## config.mk

```make
export PLATFORM = sky130hd
export DESIGN_NAME = decoder
export DESIGN_NICKNAME = d
export VERILOG_FILES = /design/src/decoder_pkg.sv /design/src/decoder.sv /design/src/format_output.sv /design/src/derandomizer.sv /design/src/mrk_spc_decode.sv /design/src/biphase_to_nrz.sv /design/src/decoder_regs.sv
export VERILOG_INCLUDE_DIRS = /design/src /design/src/src
export SDC_FILE = /design/constraint.sdc
export NUM_CORES = 1
export LEC_CHECK = 0
export CAP_MARGIN = 20
export CORE_AREA = 2 2 103 65
export CTS_BUF_LIST = sky130_fd_sc_hd__clkbuf_4
export DETAILED_ROUTE_END_ITERATION = 16
export DIE_AREA = 0 0 105 67
export DONT_BUFFER_PORTS = 1
export GPL_ROUTABILITY_DRIVEN = 0
export HOLD_SLACK_MARGIN = 0.06
export PLACE_DENSITY = 0.7
export REMOVE_ABC_BUFFERS = 1
export SLEW_MARGIN = 30
export SYNTH_ARGS = -nofsm -noshare
export SYNTH_HDL_FRONTEND = slang
export SYNTH_SLANG_ARGS = --single-unit
```

## constraint.sdc

```tcl
create_clock -name clk -period 1.5 [get_ports clk]
set_input_delay 0.3 -clock clk [delete_from_list [all_inputs] [get_ports clk]]
set_output_delay 0.3 -clock clk [all_outputs]
set_load 0.01 [all_outputs]
```

## src/decoder_config.svh

```systemverilog
// Bit decoder configuration
// Soft-symbol width, APB geometry and register map

`ifndef DECODER_CONFIG_SVH
`define DECODER_CONFIG_SVH

// ----------------------------------------
// Soft symbol
// ----------------------------------------

// Hard decision bit plus offset binary confidence
`define DEC_SOFT_W 3

// ----------------------------------------
// APB slave
// ----------------------------------------

`define DEC_APB_AW 12
`define DEC_APB_DW 16

// Register map, byte addresses
`define DEC_ADDR_CTRL 12'h000

`endif
```

## src/decoder_pkg.sv

```systemverilog
// Bit decoder shared types
// Soft-symbol layout and differential decode modes used
// across the decoder datapath and the control register

`default_nettype none

package decoder_pkg;

  `include "decoder_config.svh"

  // ----------------------------------------
  // Soft symbol layout
  // ----------------------------------------

  // Index of the hard decision bit
  localparam int unsigned SOFT_MSB = `DEC_SOFT_W - 1;

  // Full soft symbol, top bit is the hard decision (1 = one)
  typedef logic [`DEC_SOFT_W-1:0] soft_sym_t;

  // Confidence part only, offset binary
  typedef logic [`DEC_SOFT_W-2:0] soft_conf_t;

  // ----------------------------------------
  // Differential decode mode
  // ----------------------------------------

  // Value 3 is not named and decodes as NRZ-L
  typedef enum logic [1:0] {
    NRZ_L = 2'd0,
    // Transition means one
    NRZ_M = 2'd1,
    // No transition means one
    NRZ_S = 2'd2
  } dec_mode_e;

endpackage

`default_nettype wire

```

## src/decoder.sv

```systemverilog
// Telemetry bit decoder top level
// Biphase to NRZ, mark/space decode, QPSK demux, derandomizer
// and output formatting on soft I and Q symbols, with the
// control register on APB

`default_nettype none

`include "decoder_config.svh"

module decoder
  import decoder_pkg::*;
(
  input  wire logic                   clk,
  input  wire logic                   rs,
  input  wire logic [`DEC_APB_AW-1:0] paddr_i,
  input  wire logic                   psel_i,
  input  wire logic                   penable_i,
  input  wire logic                   pwrite_i,
  input  wire logic [`DEC_APB_DW-1:0] pwdata_i,
  output logic      [`DEC_APB_DW-1:0] prdata_o,
  output logic                        pready_o,
  output logic                        pslverr_o,
  input  wire logic                   sym_en_i,
  input  wire logic                   sym2x_en_i,
  input  wire soft_sym_t              sym_i_i,
  input  wire soft_sym_t              sym_q_i,
  output soft_sym_t                   dout_i_o,
  output soft_sym_t                   dout_q_o,
  output logic                        cout_o,
  output logic                        clk_inv_o
);

  dec_mode_e mode;
  logic      sign_mag, biphase, swap, demux, derandomize, data_inv;

  decoder_regs u_regs (
    .clk          (clk),
    .rs           (rs),
    .paddr_i      (paddr_i),
    .psel_i       (psel_i),
    .penable_i    (penable_i),
    .pwrite_i     (pwrite_i),
    .pwdata_i     (pwdata_i),
    .prdata_o     (prdata_o),
    .pready_o     (pready_o),
    .pslverr_o    (pslverr_o),
    .mode_o       (mode),
    .sign_mag_o   (sign_mag),
    .biphase_o    (biphase),
    .swap_o       (swap),
    .demux_o      (demux),
    .derandomize_o(derandomize),
    .data_inv_o   (data_inv),
    .clk_inv_o    (clk_inv_o)
  );

  // ----------------------------------------
  // NRZ and previous symbols (stage 1)
  // ----------------------------------------

  soft_sym_t nrz_i, nrz_i_q, nrz_q_q, prev_i_q, prev_q_q;
  logic      data_en;

  // Pair strobe in biphase mode, symbol strobe otherwise
  biphase_to_nrz u_biphase (
    .clk      (clk),
    .rs       (rs),
    .sym_en_i (sym_en_i),
    .biphase_i(biphase),
    .sym_i    (sym_i_i),
    .nrz_o    (nrz_i),
    .pair_en_o(data_en)
  );

  always_ff @(posedge clk or posedge rs) begin
    if (rs) begin
      nrz_i_q  <= '0;
      nrz_q_q  <= '0;
      prev_i_q <= '0;
      prev_q_q <= '0;
    end else if (data_en) begin
      nrz_i_q  <= nrz_i;
      nrz_q_q  <= sym_q_i;
      // One symbol behind for the differential modes
      prev_i_q <= nrz_i_q;
      prev_q_q <= nrz_q_q;
    end
  end

  // ----------------------------------------
  // Mark/space decode per rail (stage 2)
  // ----------------------------------------

  soft_sym_t dec_i, dec_q;

  mrk_spc_decode u_mrk_spc_i (
    .clk       (clk),
    .rs        (rs),
    .en_i      (data_en),
    .mode_i    (mode),
    .din_i     (nrz_i_q),
    .last_din_i(prev_i_q),
    .dout_o    (dec_i)
  );

  mrk_spc_decode u_mrk_spc_q (
    .clk       (clk),
    .rs        (rs),
    .en_i      (data_en),
    .mode_i    (mode),
    .din_i     (nrz_q_q),
    .last_din_i(prev_q_q),
    .dout_o    (dec_q)
  );

  // ----------------------------------------
  // Demux select (stage 3)
  // ----------------------------------------

  logic      stage_en, sym_start_q, take_q;
  soft_sym_t sel_i, sel_i_q, sel_q_q;

  // Twice rate while demuxing
  assign stage_en = demux ? sym2x_en_i : data_en;

  // Low on the 2x tick that starts a symbol
  always_ff @(posedge clk or posedge rs) begin
    if (rs) begin
      sym_start_q <= 1'b0;
    end else if (sym2x_en_i) begin
      sym_start_q <= sym_en_i;
    end
  end

  // Q first and I second unless swapped
  assign take_q = sym_start_q ^ swap;
  assign sel_i  = (demux && take_q) ? dec_q : dec_i;

  always_ff @(posedge clk or posedge rs) begin
    if (rs) begin
      sel_i_q <= '0;
      sel_q_q <= '0;
    end else if (stage_en) begin
      sel_i_q <= sel_i;
      sel_q_q <= dec_q;
    end
  end

  // ----------------------------------------
  // Derandomize and format (stage 4)
  // ----------------------------------------

  logic      derand_bit;
  soft_sym_t fmt_in_i, fmt_in_q;

  // Runs alongside the select register so its bit lines up with sel_i_q
  derandomizer u_derand (
    .clk   (clk),
    .rs    (rs),
    .en_i  (stage_en),
    .din_i (sel_i[SOFT_MSB]),
    .dout_o(derand_bit)
  );

  always_comb begin
    fmt_in_i = sel_i_q;
    fmt_in_q = sel_q_q;
    if (derandomize) begin
      fmt_in_i[SOFT_MSB] = derand_bit;
    end
    // Q shares the derandomized sign in demux mode
    if (derandomize && demux) begin
      fmt_in_q[SOFT_MSB] = derand_bit;
    end
  end

  format_output u_format_i (
    .clk       (clk),
    .rs        (rs),
    .en_i      (stage_en),
    .data_inv_i(data_inv),
    .sign_mag_i(sign_mag),
    .din_i     (fmt_in_i),
    .dout_o    (dout_i_o)
  );

  format_output u_format_q (
    .clk       (clk),
    .rs        (rs),
    .en_i      (stage_en),
    .data_inv_i(data_inv),
    .sign_mag_i(sign_mag),
    .din_i     (fmt_in_q),
    .dout_o    (dout_q_o)
  );

  // ----------------------------------------
  // Output strobe
  // ----------------------------------------

  logic stage_en_q;

  // High in the cycle after the output registers load
  always_ff @(posedge clk or posedge rs) begin
    if (rs) begin
      stage_en_q <= 1'b0;
    end else begin
      stage_en_q <= stage_en;
    end
  end

  assign cout_o = stage_en_q;

endmodule

`default_nettype wire

```

## src/format_output.sv

```systemverilog
// Output formatting for one rail
// Optional data inversion and offset binary to
// sign-magnitude conversion, then the output register

`default_nettype none

module format_output
  import decoder_pkg::*;
(
  input  wire logic      clk,
  input  wire logic      rs,
  input  wire logic      en_i,
  input  wire logic      data_inv_i,
  input  wire logic      sign_mag_i,
  input  wire soft_sym_t din_i,
  output soft_sym_t      dout_o
);

  soft_sym_t inv_sym;
  soft_sym_t fmt_sym;

  // Whole symbol flips, sign and confidence
  assign inv_sym = data_inv_i ? ~din_i : din_i;

  // Zeros count down in offset binary, flip them to magnitude
  always_comb begin
    fmt_sym = inv_sym;
    if (sign_mag_i && !inv_sym[SOFT_MSB]) begin
      fmt_sym[SOFT_MSB-1:0] = ~inv_sym[SOFT_MSB-1:0];
    end
  end

  // Stage 4 register
  always_ff @(posedge clk or posedge rs) begin
    if (rs) begin
      dout_o <= '0;
    end else if (en_i) begin
      dout_o <= fmt_sym;
    end
  end

endmodule

`default_nettype wire

```

## src/derandomizer.sv

```systemverilog
// NRZ derandomizer
// Self-synchronizing descrambler for x^15 + x^14 + 1
// working on the received sign bit stream

`default_nettype none

module derandomizer (
  input  wire logic clk,
  input  wire logic rs,
  input  wire logic en_i,
  input  wire logic din_i,
  output logic      dout_o
);

  localparam int unsigned STAGES = 15;

  // Received bits, index 0 is the newest
  logic [STAGES-1:0] shift_q;

  always_ff @(posedge clk or posedge rs) begin
    if (rs) begin
      shift_q <= '0;
      dout_o  <= 1'b0;
    end else if (en_i) begin
      // Scrambled bit goes in, feedback comes from received bits
      shift_q <= {shift_q[STAGES-2:0], din_i};
      // Taps 15 and 14 of the polynomial
      dout_o  <= din_i ^ shift_q[STAGES-1] ^ shift_q[STAGES-2];
    end
  end

endmodule

`default_nettype wire

```

## src/mrk_spc_decode.sv

```systemverilog
// Mark / space differential decoder
// Decodes NRZ-L, NRZ-M or NRZ-S on one rail, keeps the
// confidence bits as they are

`default_nettype none

module mrk_spc_decode
  import decoder_pkg::*;
(
  input  wire logic      clk,
  input  wire logic      rs,
  input  wire logic      en_i,
  input  wire dec_mode_e mode_i,
  input  wire soft_sym_t din_i,
  input  wire soft_sym_t last_din_i,
  output soft_sym_t      dout_o
);

  logic transition;
  logic sign_dec;

  // Hard decision changed since the previous symbol
  assign transition = din_i[SOFT_MSB] ^ last_din_i[SOFT_MSB];

  always_comb begin
    case (mode_i)
      NRZ_M:   sign_dec = transition;
      NRZ_S:   sign_dec = ~transition;
      // Level coding, also the unnamed value 3
      default: sign_dec = din_i[SOFT_MSB];
    endcase
  end

  // Stage 2 register
  always_ff @(posedge clk or posedge rs) begin
    if (rs) begin
      dout_o <= '0;
    end else if (en_i) begin
      dout_o <= {sign_dec, din_i[SOFT_MSB-1:0]};
    end
  end

endmodule

`default_nettype wire

```

## src/biphase_to_nrz.sv

```systemverilog
// Biphase to NRZ conversion
// Pairs Manchester half-symbols on the I rail into NRZ
// symbols, passes symbols through outside biphase mode

`default_nettype none

module biphase_to_nrz
  import decoder_pkg::*;
(
  input  wire logic      clk,
  input  wire logic      rs,
  input  wire logic      sym_en_i,
  input  wire logic      biphase_i,
  input  wire soft_sym_t sym_i,
  output soft_sym_t      nrz_o,
  output logic           pair_en_o
);

  soft_sym_t  first_half;
  logic       second_phase;
  soft_conf_t conf_first;
  soft_conf_t conf_second;
  soft_conf_t conf_best;

  // Last half-symbol seen, first half when a pair completes
  always_ff @(posedge clk) begin
    if (sym_en_i) begin
      first_half <= sym_i;
    end
  end

  // Pairing phase, held at first half outside biphase mode
  always_ff @(posedge clk or posedge rs) begin
    if (rs) begin
      second_phase <= 1'b0;
    end else if (!biphase_i) begin
      second_phase <= 1'b0;
    end else if (sym_en_i) begin
      second_phase <= ~second_phase;
    end
  end

  // Second half carries the inverted symbol
  assign conf_first  = first_half[SOFT_MSB-1:0];
  assign conf_second = ~sym_i[SOFT_MSB-1:0];
  assign conf_best   = (conf_second > conf_first) ? conf_second : conf_first;

  // Bit from the first half, best confidence of the pair
  assign nrz_o     = biphase_i ? {first_half[SOFT_MSB], conf_best} : sym_i;
  assign pair_en_o = biphase_i ? (sym_en_i & second_phase) : sym_en_i;

endmodule

`default_nettype wire

```

## src/decoder_regs.sv

```systemverilog
// Decoder control register
// APB slave with zero wait states, holds the control word
// and drives its fields into the decoder datapath

`default_nettype none

`include "decoder_config.svh"

module decoder_regs
  import decoder_pkg::*;
(
  input  wire logic                   clk,
  input  wire logic                   rs,
  input  wire logic [`DEC_APB_AW-1:0] paddr_i,
  input  wire logic                   psel_i,
  input  wire logic                   penable_i,
  input  wire logic                   pwrite_i,
  input  wire logic [`DEC_APB_DW-1:0] pwdata_i,
  output logic      [`DEC_APB_DW-1:0] prdata_o,
  output logic                        pready_o,
  output logic                        pslverr_o,
  output dec_mode_e                   mode_o,
  output logic                        sign_mag_o,
  output logic                        biphase_o,
  output logic                        swap_o,
  output logic                        demux_o,
  output logic                        derandomize_o,
  output logic                        data_inv_o,
  output logic                        clk_inv_o
);

  // ----------------------------------------
  // Control word layout, bit 0 upward
  // ----------------------------------------

  localparam int unsigned CTRL_W      = 9;
  localparam int unsigned B_MODE      = 0;  // two bits
  localparam int unsigned B_SIGN_MAG  = 2;
  localparam int unsigned B_BIPHASE   = 3;
  localparam int unsigned B_SWAP      = 4;
  localparam int unsigned B_DEMUX     = 5;
  localparam int unsigned B_DERAND    = 6;
  localparam int unsigned B_DATA_INV  = 7;
  localparam int unsigned B_CLK_INV   = 8;

  logic [CTRL_W-1:0] ctrl_q;
  logic              ctrl_hit;
  logic              access;

  // Only one mapped register
  assign ctrl_hit = (paddr_i == `DEC_ADDR_CTRL);
  assign access   = psel_i & penable_i;

  // Write lands on the access phase edge
  always_ff @(posedge clk or posedge rs) begin
    if (rs) begin
      ctrl_q <= '0;
    end else if (access && pwrite_i && ctrl_hit) begin
      ctrl_q <= pwdata_i[CTRL_W-1:0];
    end
  end

  // Read data, unused bits and unmapped addresses give zero
  assign prdata_o  = (psel_i && ctrl_hit) ? {{(`DEC_APB_DW-CTRL_W){1'b0}}, ctrl_q} : '0;
  assign pready_o  = 1'b1;
  assign pslverr_o = access & ~ctrl_hit;

  // Field fan-out
  assign mode_o        = dec_mode_e'(ctrl_q[B_MODE+1:B_MODE]);
  assign sign_mag_o    = ctrl_q[B_SIGN_MAG];
  assign biphase_o     = ctrl_q[B_BIPHASE];
  assign swap_o        = ctrl_q[B_SWAP];
  assign demux_o       = ctrl_q[B_DEMUX];
  assign derandomize_o = ctrl_q[B_DERAND];
  assign data_inv_o    = ctrl_q[B_DATA_INV];
  assign clk_inv_o     = ctrl_q[B_CLK_INV];

endmodule

`default_nettype wire

```

==> flow_metrics.tcl, run 1 <==
set metrics [dict create \
    status "complete, but fails checks" \
    violations "negative setup slack" \
    cts_sinks 56 \
    clkTransAtPathRegs_ns 0.16 \
    filler_cell_count 516 \
    coreArea_sq_mm 0.00600 \
    fin_worst_skew_ns 0.00565 \
    n_antenna_cell 0 \
    grt_pass1_wl_microns 8310 \
    synth.distinct_cells 38 \
    syn_inst 223 \
    ys_top_cells_by_area "dfrtp_1 (49%), mux2_2 (15%), edfxtp_1 (3.3%)" \
    startpoint_type "flop" \
    vias 1806 \
    arrival_ns 1.91 \
    setup_slack_ns -0.133 \
    critPathKind "flop to flop" \
    synth_top_area_cell "dfrtp_1" \
    synth_area_sq_mm 0.00270 \
    yosysWarnings 0 \
    vdd_ir_drop_max_mv 0.611 \
    path_max_fanout 7 \
    place_ws_ns -0.0841 \
    cts_buffers 5 \
    remaining_drc_errors 0 \
    drt_iter0_markers 42 \
    final_cells 360 \
    track_usage 0.153 \
    htreeDepth 2 \
    final_hold_viol_count 0 \
    place_area_sq_mm 0.00289 \
    ant_nets 0 \
    path_delay_family "buffers and inverters" \
    worstPathCellList "buf_4 > nor2b_4 > o31ai_4 > buf_6 > clkbuf_16 > mux2_4" \
    p_per_area_mw_per_mm2 959 \
    placementRows 22 \
    path_buf_inv 3 \
    io_buffers 0 \
    grt_pass1_vias 1708 \
    cts-root-buf "clkbuf_4" \
    critPathMaxStageDelay_ns 0.42 \
    max_freq_mhz 612 \
    p_leak_nw 1.61 \
    fin_crit_sh 1.09 \
    synth-seq-cells 56 \
    slowest_stage "dfrtp_1" \
    p_sw_uw 944 \
    clock_power_share 0.192 \
    regArea_sq_mm 0.00142 \
    final_nets 321 \
    cts_buffer_depth 2 \
    start_util 0.449 \
    met1_length_microns 2680 \
    grt_overflow 0 \
    pwr-share-seq 0.591 \
    synthArstFlopShare 0.946 \
    slew_viol_final 0 \
    routed_wl_microns 5650 \
    hpwl_microns 3360 \
    wl_met3_microns 288 \
    drt_first_pass_iters 4 \
    netlist_top_cells_count "dfrtp_1 (53), mux2_2 (36), nor2_1 (15)" \
    die_h_microns 67 \
    p_sw_frac 0.279 \
    synth_ff_type "dfrtp_1" \
    fin_crit_ns 1.63 \
    vias_per_cell 5.02 \
    required_ns 1.77 \
    synth_area_per_cell_sq_um 12.1 \
    multi_input_area_sq_mm 0.00131 \
    routed_wire_length_per_instance_microns 15.7 \
    rsz0062_at_grt "true" \
    synth_edf_count 3 \
    cts_tree "yes" \
    stdcell_area_sq_mm 0.00354 \
    grt_max_degree 43 \
    dp_cells 317 \
    setup_violations 36 \
    clock_latency_ns 0.37 \
    drive_gt1_frac 0.370 \
    wl_met2_microns 2640 \
    area_growth_pct 31.2 \
    end_kind "flop" \
    antenna_found_initial 0 \
    combPwrFrac 0.217 \
    maxCapViolCount 0 \
    fp.dieW_microns 105 \
    yosysSeqAreaShare 0.526 \
    hp-class "primary input to flop" \
    rrSetupSlack_ns -0.13 \
    pin_count 67 \
    p_int_mw 2.45 \
    fin_util 0.589 \
    yosysTopAreaCellShare 0.492 \
    die_area_sq_mm 0.00704 \
    maxUsedRoutingLayer "met4" \
    synth_most_common_cell "dfrtp_1" \
]
layout make-up:
class	count	area share
repair buffers	53	0.169
clock buffers	5	0.0106
inverters	14	0.0159
flip-flops and latches	56	0.401
multi-input cells	145	0.369
well taps	84	0.0297
clock inverters	3	0.00389
state kept, by name, indices dropped and copies added (netlist names), 3 cells and up:
signal,cells
nrz_i_q,3
nrz_q_q,3
prev_i_q,3
prev_q_q,3
sel_q_q,3
u_biphase.first_half,3
u_derand.shift_q,15
u_format_i.dout_o,3
u_format_q.dout_o,3
u_regs.ctrl_q,9
metrics by stage:
stage | setup TNS (ns) | hold WS [ns] | total power [mW]
CTS | -0.860 | 0.0617 | 3.21
floorplan | -16.24 | 0.399 | 2.38
finish | -2.39 | 0.0711 | 3.39
global route | -5.03 | 0.0741 | 3.58
detailed placement | -0.434 | 0.137 | 2.52
global placement | -0.109 | 0.133 | 2.49
path summary, 6_finish.rpt:
| check | startpoint | endpoint | cells past startpoint |
|---|---|---|---|
| setup / recovery | u_regs.ctrl_q[3] | u_derand.shift_q[9] | 6 |
| hold / removal | sym_en_i | u_biphase.second_phase | 2 |
| setup reg to reg | u_regs.ctrl_q[3] | u_derand.shift_q[9] | 6 |
| hold reg to reg | nrz_i_q[1] | nrz_i_q[1] | 2 |
| max in group asynchronous | rs | u_regs.ctrl_q[5] | 3 |
| min in group asynchronous | rs | cout_o | 2 |
cell usage in the layout, fill, tap and decap left out, types with 4 or more instances in the layout:
cell	n
a21oi_1	11
and2_1	6
buf_12	4
buf_4	18
buf_6	7
clkbuf_16	4
clkbuf_4	5
conb_1	8
dfrtp_1	52
dlygate4sd3_1	19
ha_1	4
inv_1	11
mux2_2	21
mux2_4	16
mux2i_1	4
nand2_1	8
nor2_1	12
o21ai_0	6
xor2_1	5
cells by family after synthesis:
| family | after synthesis | synth area share |
|---|---|---|
| simple gates | 50 | 0.104 |
| other cells | 2 | 0.00279 |
| mux | 41 | 0.171 |
| flops | 56 | 0.526 |
| xor+xnor | 8 | 0.0260 |
| compound gates | 33 | 0.0845 |
| buf+inv | 28 | 0.0631 |
| fa+ha+maj | 5 | 0.0232 |
per-layer routing:
layer  global-route usage  vias up
met5                    0        -
met4               0.0300        0
met3               0.0440        5
met2                0.244       52
met1                0.209      883
li1                     -      866
power groups by stage:
stage	logic [mW]	clock network, mW	registers [mW]
after global placement	0.492	0	2.00
after detailed placement	0.513	0	2.01
after floorplan	0.426	0	1.95
after CTS	0.563	0.663	1.98
after global routing	0.803	0.743	2.04
final	0.737	0.650	2.00
timing repair:
action | 4_1_cts | 5_1_grt
gates resized for setup | 11 | 35
pin swaps | 2 | 1
cloned | 0 | 5
hold buffers | 15 | 4
setup endpoints to repair | 11 | 42
hold endpoints to repair | 69 | 3
setup buffers | 4 | 7
No activity file was read; power rests on OpenSTA's default activity.
==> run 2, diff against run 1 <==
==> constraint.sdc (replaced) <==
create_clock -name clk -period 1.5 [get_ports clk]
set_input_delay 0.075 -clock clk [delete_from_list [all_inputs] [get_ports clk]]
set_output_delay 0.075 -clock clk [all_outputs]
set_load 0.01 [all_outputs]
==> run 2 against run 1 <==
The flow now finishes without violations; clock skew increased by 0.0088 ns; global-route usage is 0.52 points lower; first-iteration DRC count shrank 14%; setup slack better by 0.15 ns; die area is the same; cell area shrank 11%.
==> flow_metrics.tcl, run 2 (synthesis gave the netlist of run 1 again) <==
set metrics [dict create \
    cts_tree "yes" \
    slew_viol_final 0 \
    cts_buffers 5 \
    use_met1 0.199 \
    placementRows 22 \
    combPwrFrac 0.166 \
    htreeDepth 2 \
    clock_latency_ns 0.38 \
    setup_violations 0 \
    vdd_ir_drop_max_mv 0.631 \
    end_kind "flop" \
    clock_power_share 0.247 \
    path_delay_family "flip-flops" \
    clkTransAtPathRegs_ns 0.16 \
    vias_per_cell 5.09 \
    pwr-share-seq 0.587 \
    drt_first_pass_iters 4 \
    status "finished clean" \
    max_flop_register "u_derand.shift_q" \
    r2r_start "u_regs.ctrl_q[5]" \
    slowest_stage "dfrtp_2" \
    top_usage_layer "met2" \
    rrSetupSlack_ns 0.02 \
    ant_nets 0 \
    required_ns 1.77 \
    routed_wl_microns 4810 \
    dp_cells 310 \
    vias 1719 \
    final_cells 338 \
    critPathMaxStageDelay_ns 0.51 \
    final_common_cell "dfrtp_1" \
    area_growth_pct 16.9 \
    drt_iter0_markers 36 \
    pin_count 67 \
    met3_usage 0.0411 \
    r2r-end "u_derand.shift_q[13]" \
    largestRegisters "u_derand.shift_q x15, u_regs.ctrl_q x9" \
    min_delay_worst_endpoint "u_derand.shift_q[0]" \
    cts-root-buf "clkbuf_4" \
    antenna_found_initial 0 \
    coreArea_sq_mm 0.00600 \
    p_leak_nw 1.40 \
    worstPathCellList "o31ai_4 > buf_12 > mux2_2" \
    cts_buffer_depth 2 \
    arrival_ns 1.75 \
    critPathKind "flop to flop" \
    fp.dieW_microns 105 \
    io_buffers 0 \
    startpoint_type "flop" \
    reg2regPathDepth 3 \
    p_sw_frac 0.258 \
    die_h_microns 67 \
    maxCapViolCount 0 \
    fin_worst_skew_ns 0.0145 \
    cts_sinks 56 \
    hold_depth 4 \
    grt_max_degree 43 \
    grt_pass1_vias 1664 \
    hp-class "primary input to flop" \
    final_hold_viol_count 0 \
    max_freq_mhz 676 \
    n_antenna_cell 0 \
    filler_cell_count 537 \
    hp-start "sym2x_en_i" \
    path_buf_inv 1 \
    remaining_drc_errors 0 \
    p_int_mw 2.50 \
    path_max_fanout 30 \
    grt_pass1_wl_microns 7940 \
    fin_crit_ns 1.48 \
    grt_overflow 0 \
    start_util 0.449 \
    die_area_sq_mm 0.00704 \
    hpwl_microns 3280 \
    track_usage 0.147 \
    routed_wire_length_per_instance_microns 14.2 \
    p_per_area_mw_per_mm2 1070 \
    largest_reg_flops 15 \
    fin_crit_sh 0.986 \
    final_nets 299 \
    final_cell_mix "dfrtp_1 (52), mux2_2 (36), dlygate4sd3_1 (19)" \
    finalPower_mw 3.37 \
    p_sw_uw 869 \
    drive_gt1_frac 0.291 \
    grt_use_met2 0.229 \
]
==> run 2: per-layer routing <==
metal | up-vias | share of wire
li1 | 819 | -
met4 | 0 | 0.0098
met1 | 840 | 0.48
met3 | 5 | 0.059
met5 | - | 0
met2 | 55 | 0.45
==> run 2: timing repair <==
item                       4_1_cts  5_1_grt
pin swaps                        0        1
setup buffers                    0        1
hold buffers                    18        1
setup endpoints to repair        1       23
hold endpoints to repair        80        6
gates resized for setup          1       11
==> run 2: how the worst max path moves through the flow <==
stage | from | end | slack [ns] | cells past startpoint
2_1_floorplan | u_regs.ctrl_q[3] | sel_q_q[0] | -0.50 | 3
3_3_place_gp | u_regs.ctrl_q[5] | u_format_q.dout_o[0] | 0.06 | 5
3_5_place_dp | u_regs.ctrl_q[5] | u_derand.shift_q[13] | 0.04 | 3
4_1_cts | u_regs.ctrl_q[5] | u_format_q.dout_o[1] | 0.002 | 5
5_1_grt | u_regs.ctrl_q[5] | u_format_q.dout_o[1] | -0.02 | 5
6_report | u_regs.ctrl_q[5] | u_derand.shift_q[13] | 0.02 | 3
==> run 2: power by group through the flow <==
stage | combinational (mW) | sequential (mW) | clock [mW]
floorplan | 0.426 | 1.95 | 0
global placement | 0.490 | 2.00 | 0
detailed placement | 0.506 | 2.01 | 0
CTS | 0.549 | 1.98 | 0.854
global route | 0.620 | 2.02 | 0.928
finish | 0.559 | 1.98 | 0.831
==> run 2: metrics by stage <==
step	hold WS (ns)	setup slack [ns]	instance area, sq um	TNS (ns)	utilization
2_1_floorplan	0.174	-0.503	2600	-11.67	-
3_3_place_gp	-0.0911	0.0609	2810	0	0.469
3_5_place_dp	-0.0844	0.0357	2810	0	0.469
4_1_cts	0.0666	0.00174	3080	0	0.513
5_1_grt	0.126	-0.0232	3150	-0.0277	0.525
6_report	0.126	0.0217	3150	0	0.525
==> run 2: worst reg2reg max path, cell delays in order, from the launching register on <==
cell and delay [ns]:
dfrtp_2 0.51, o31ai_4 0.27, buf_12 0.22, mux2_2 0.37
==> run 2: area by class of cell <==
type,instances,area [sq um],share of cell area
Sequential cell,56,1420,0.450
Multi-Input combinational cell,145,1190,0.377
Timing Repair Buffer,31,309,0.0981
Clock buffer,6,45.0,0.0143
Inverter,14,52.6,0.0167
Clock inverter,2,35.0,0.0111
Tap cell,84,105,0.0333
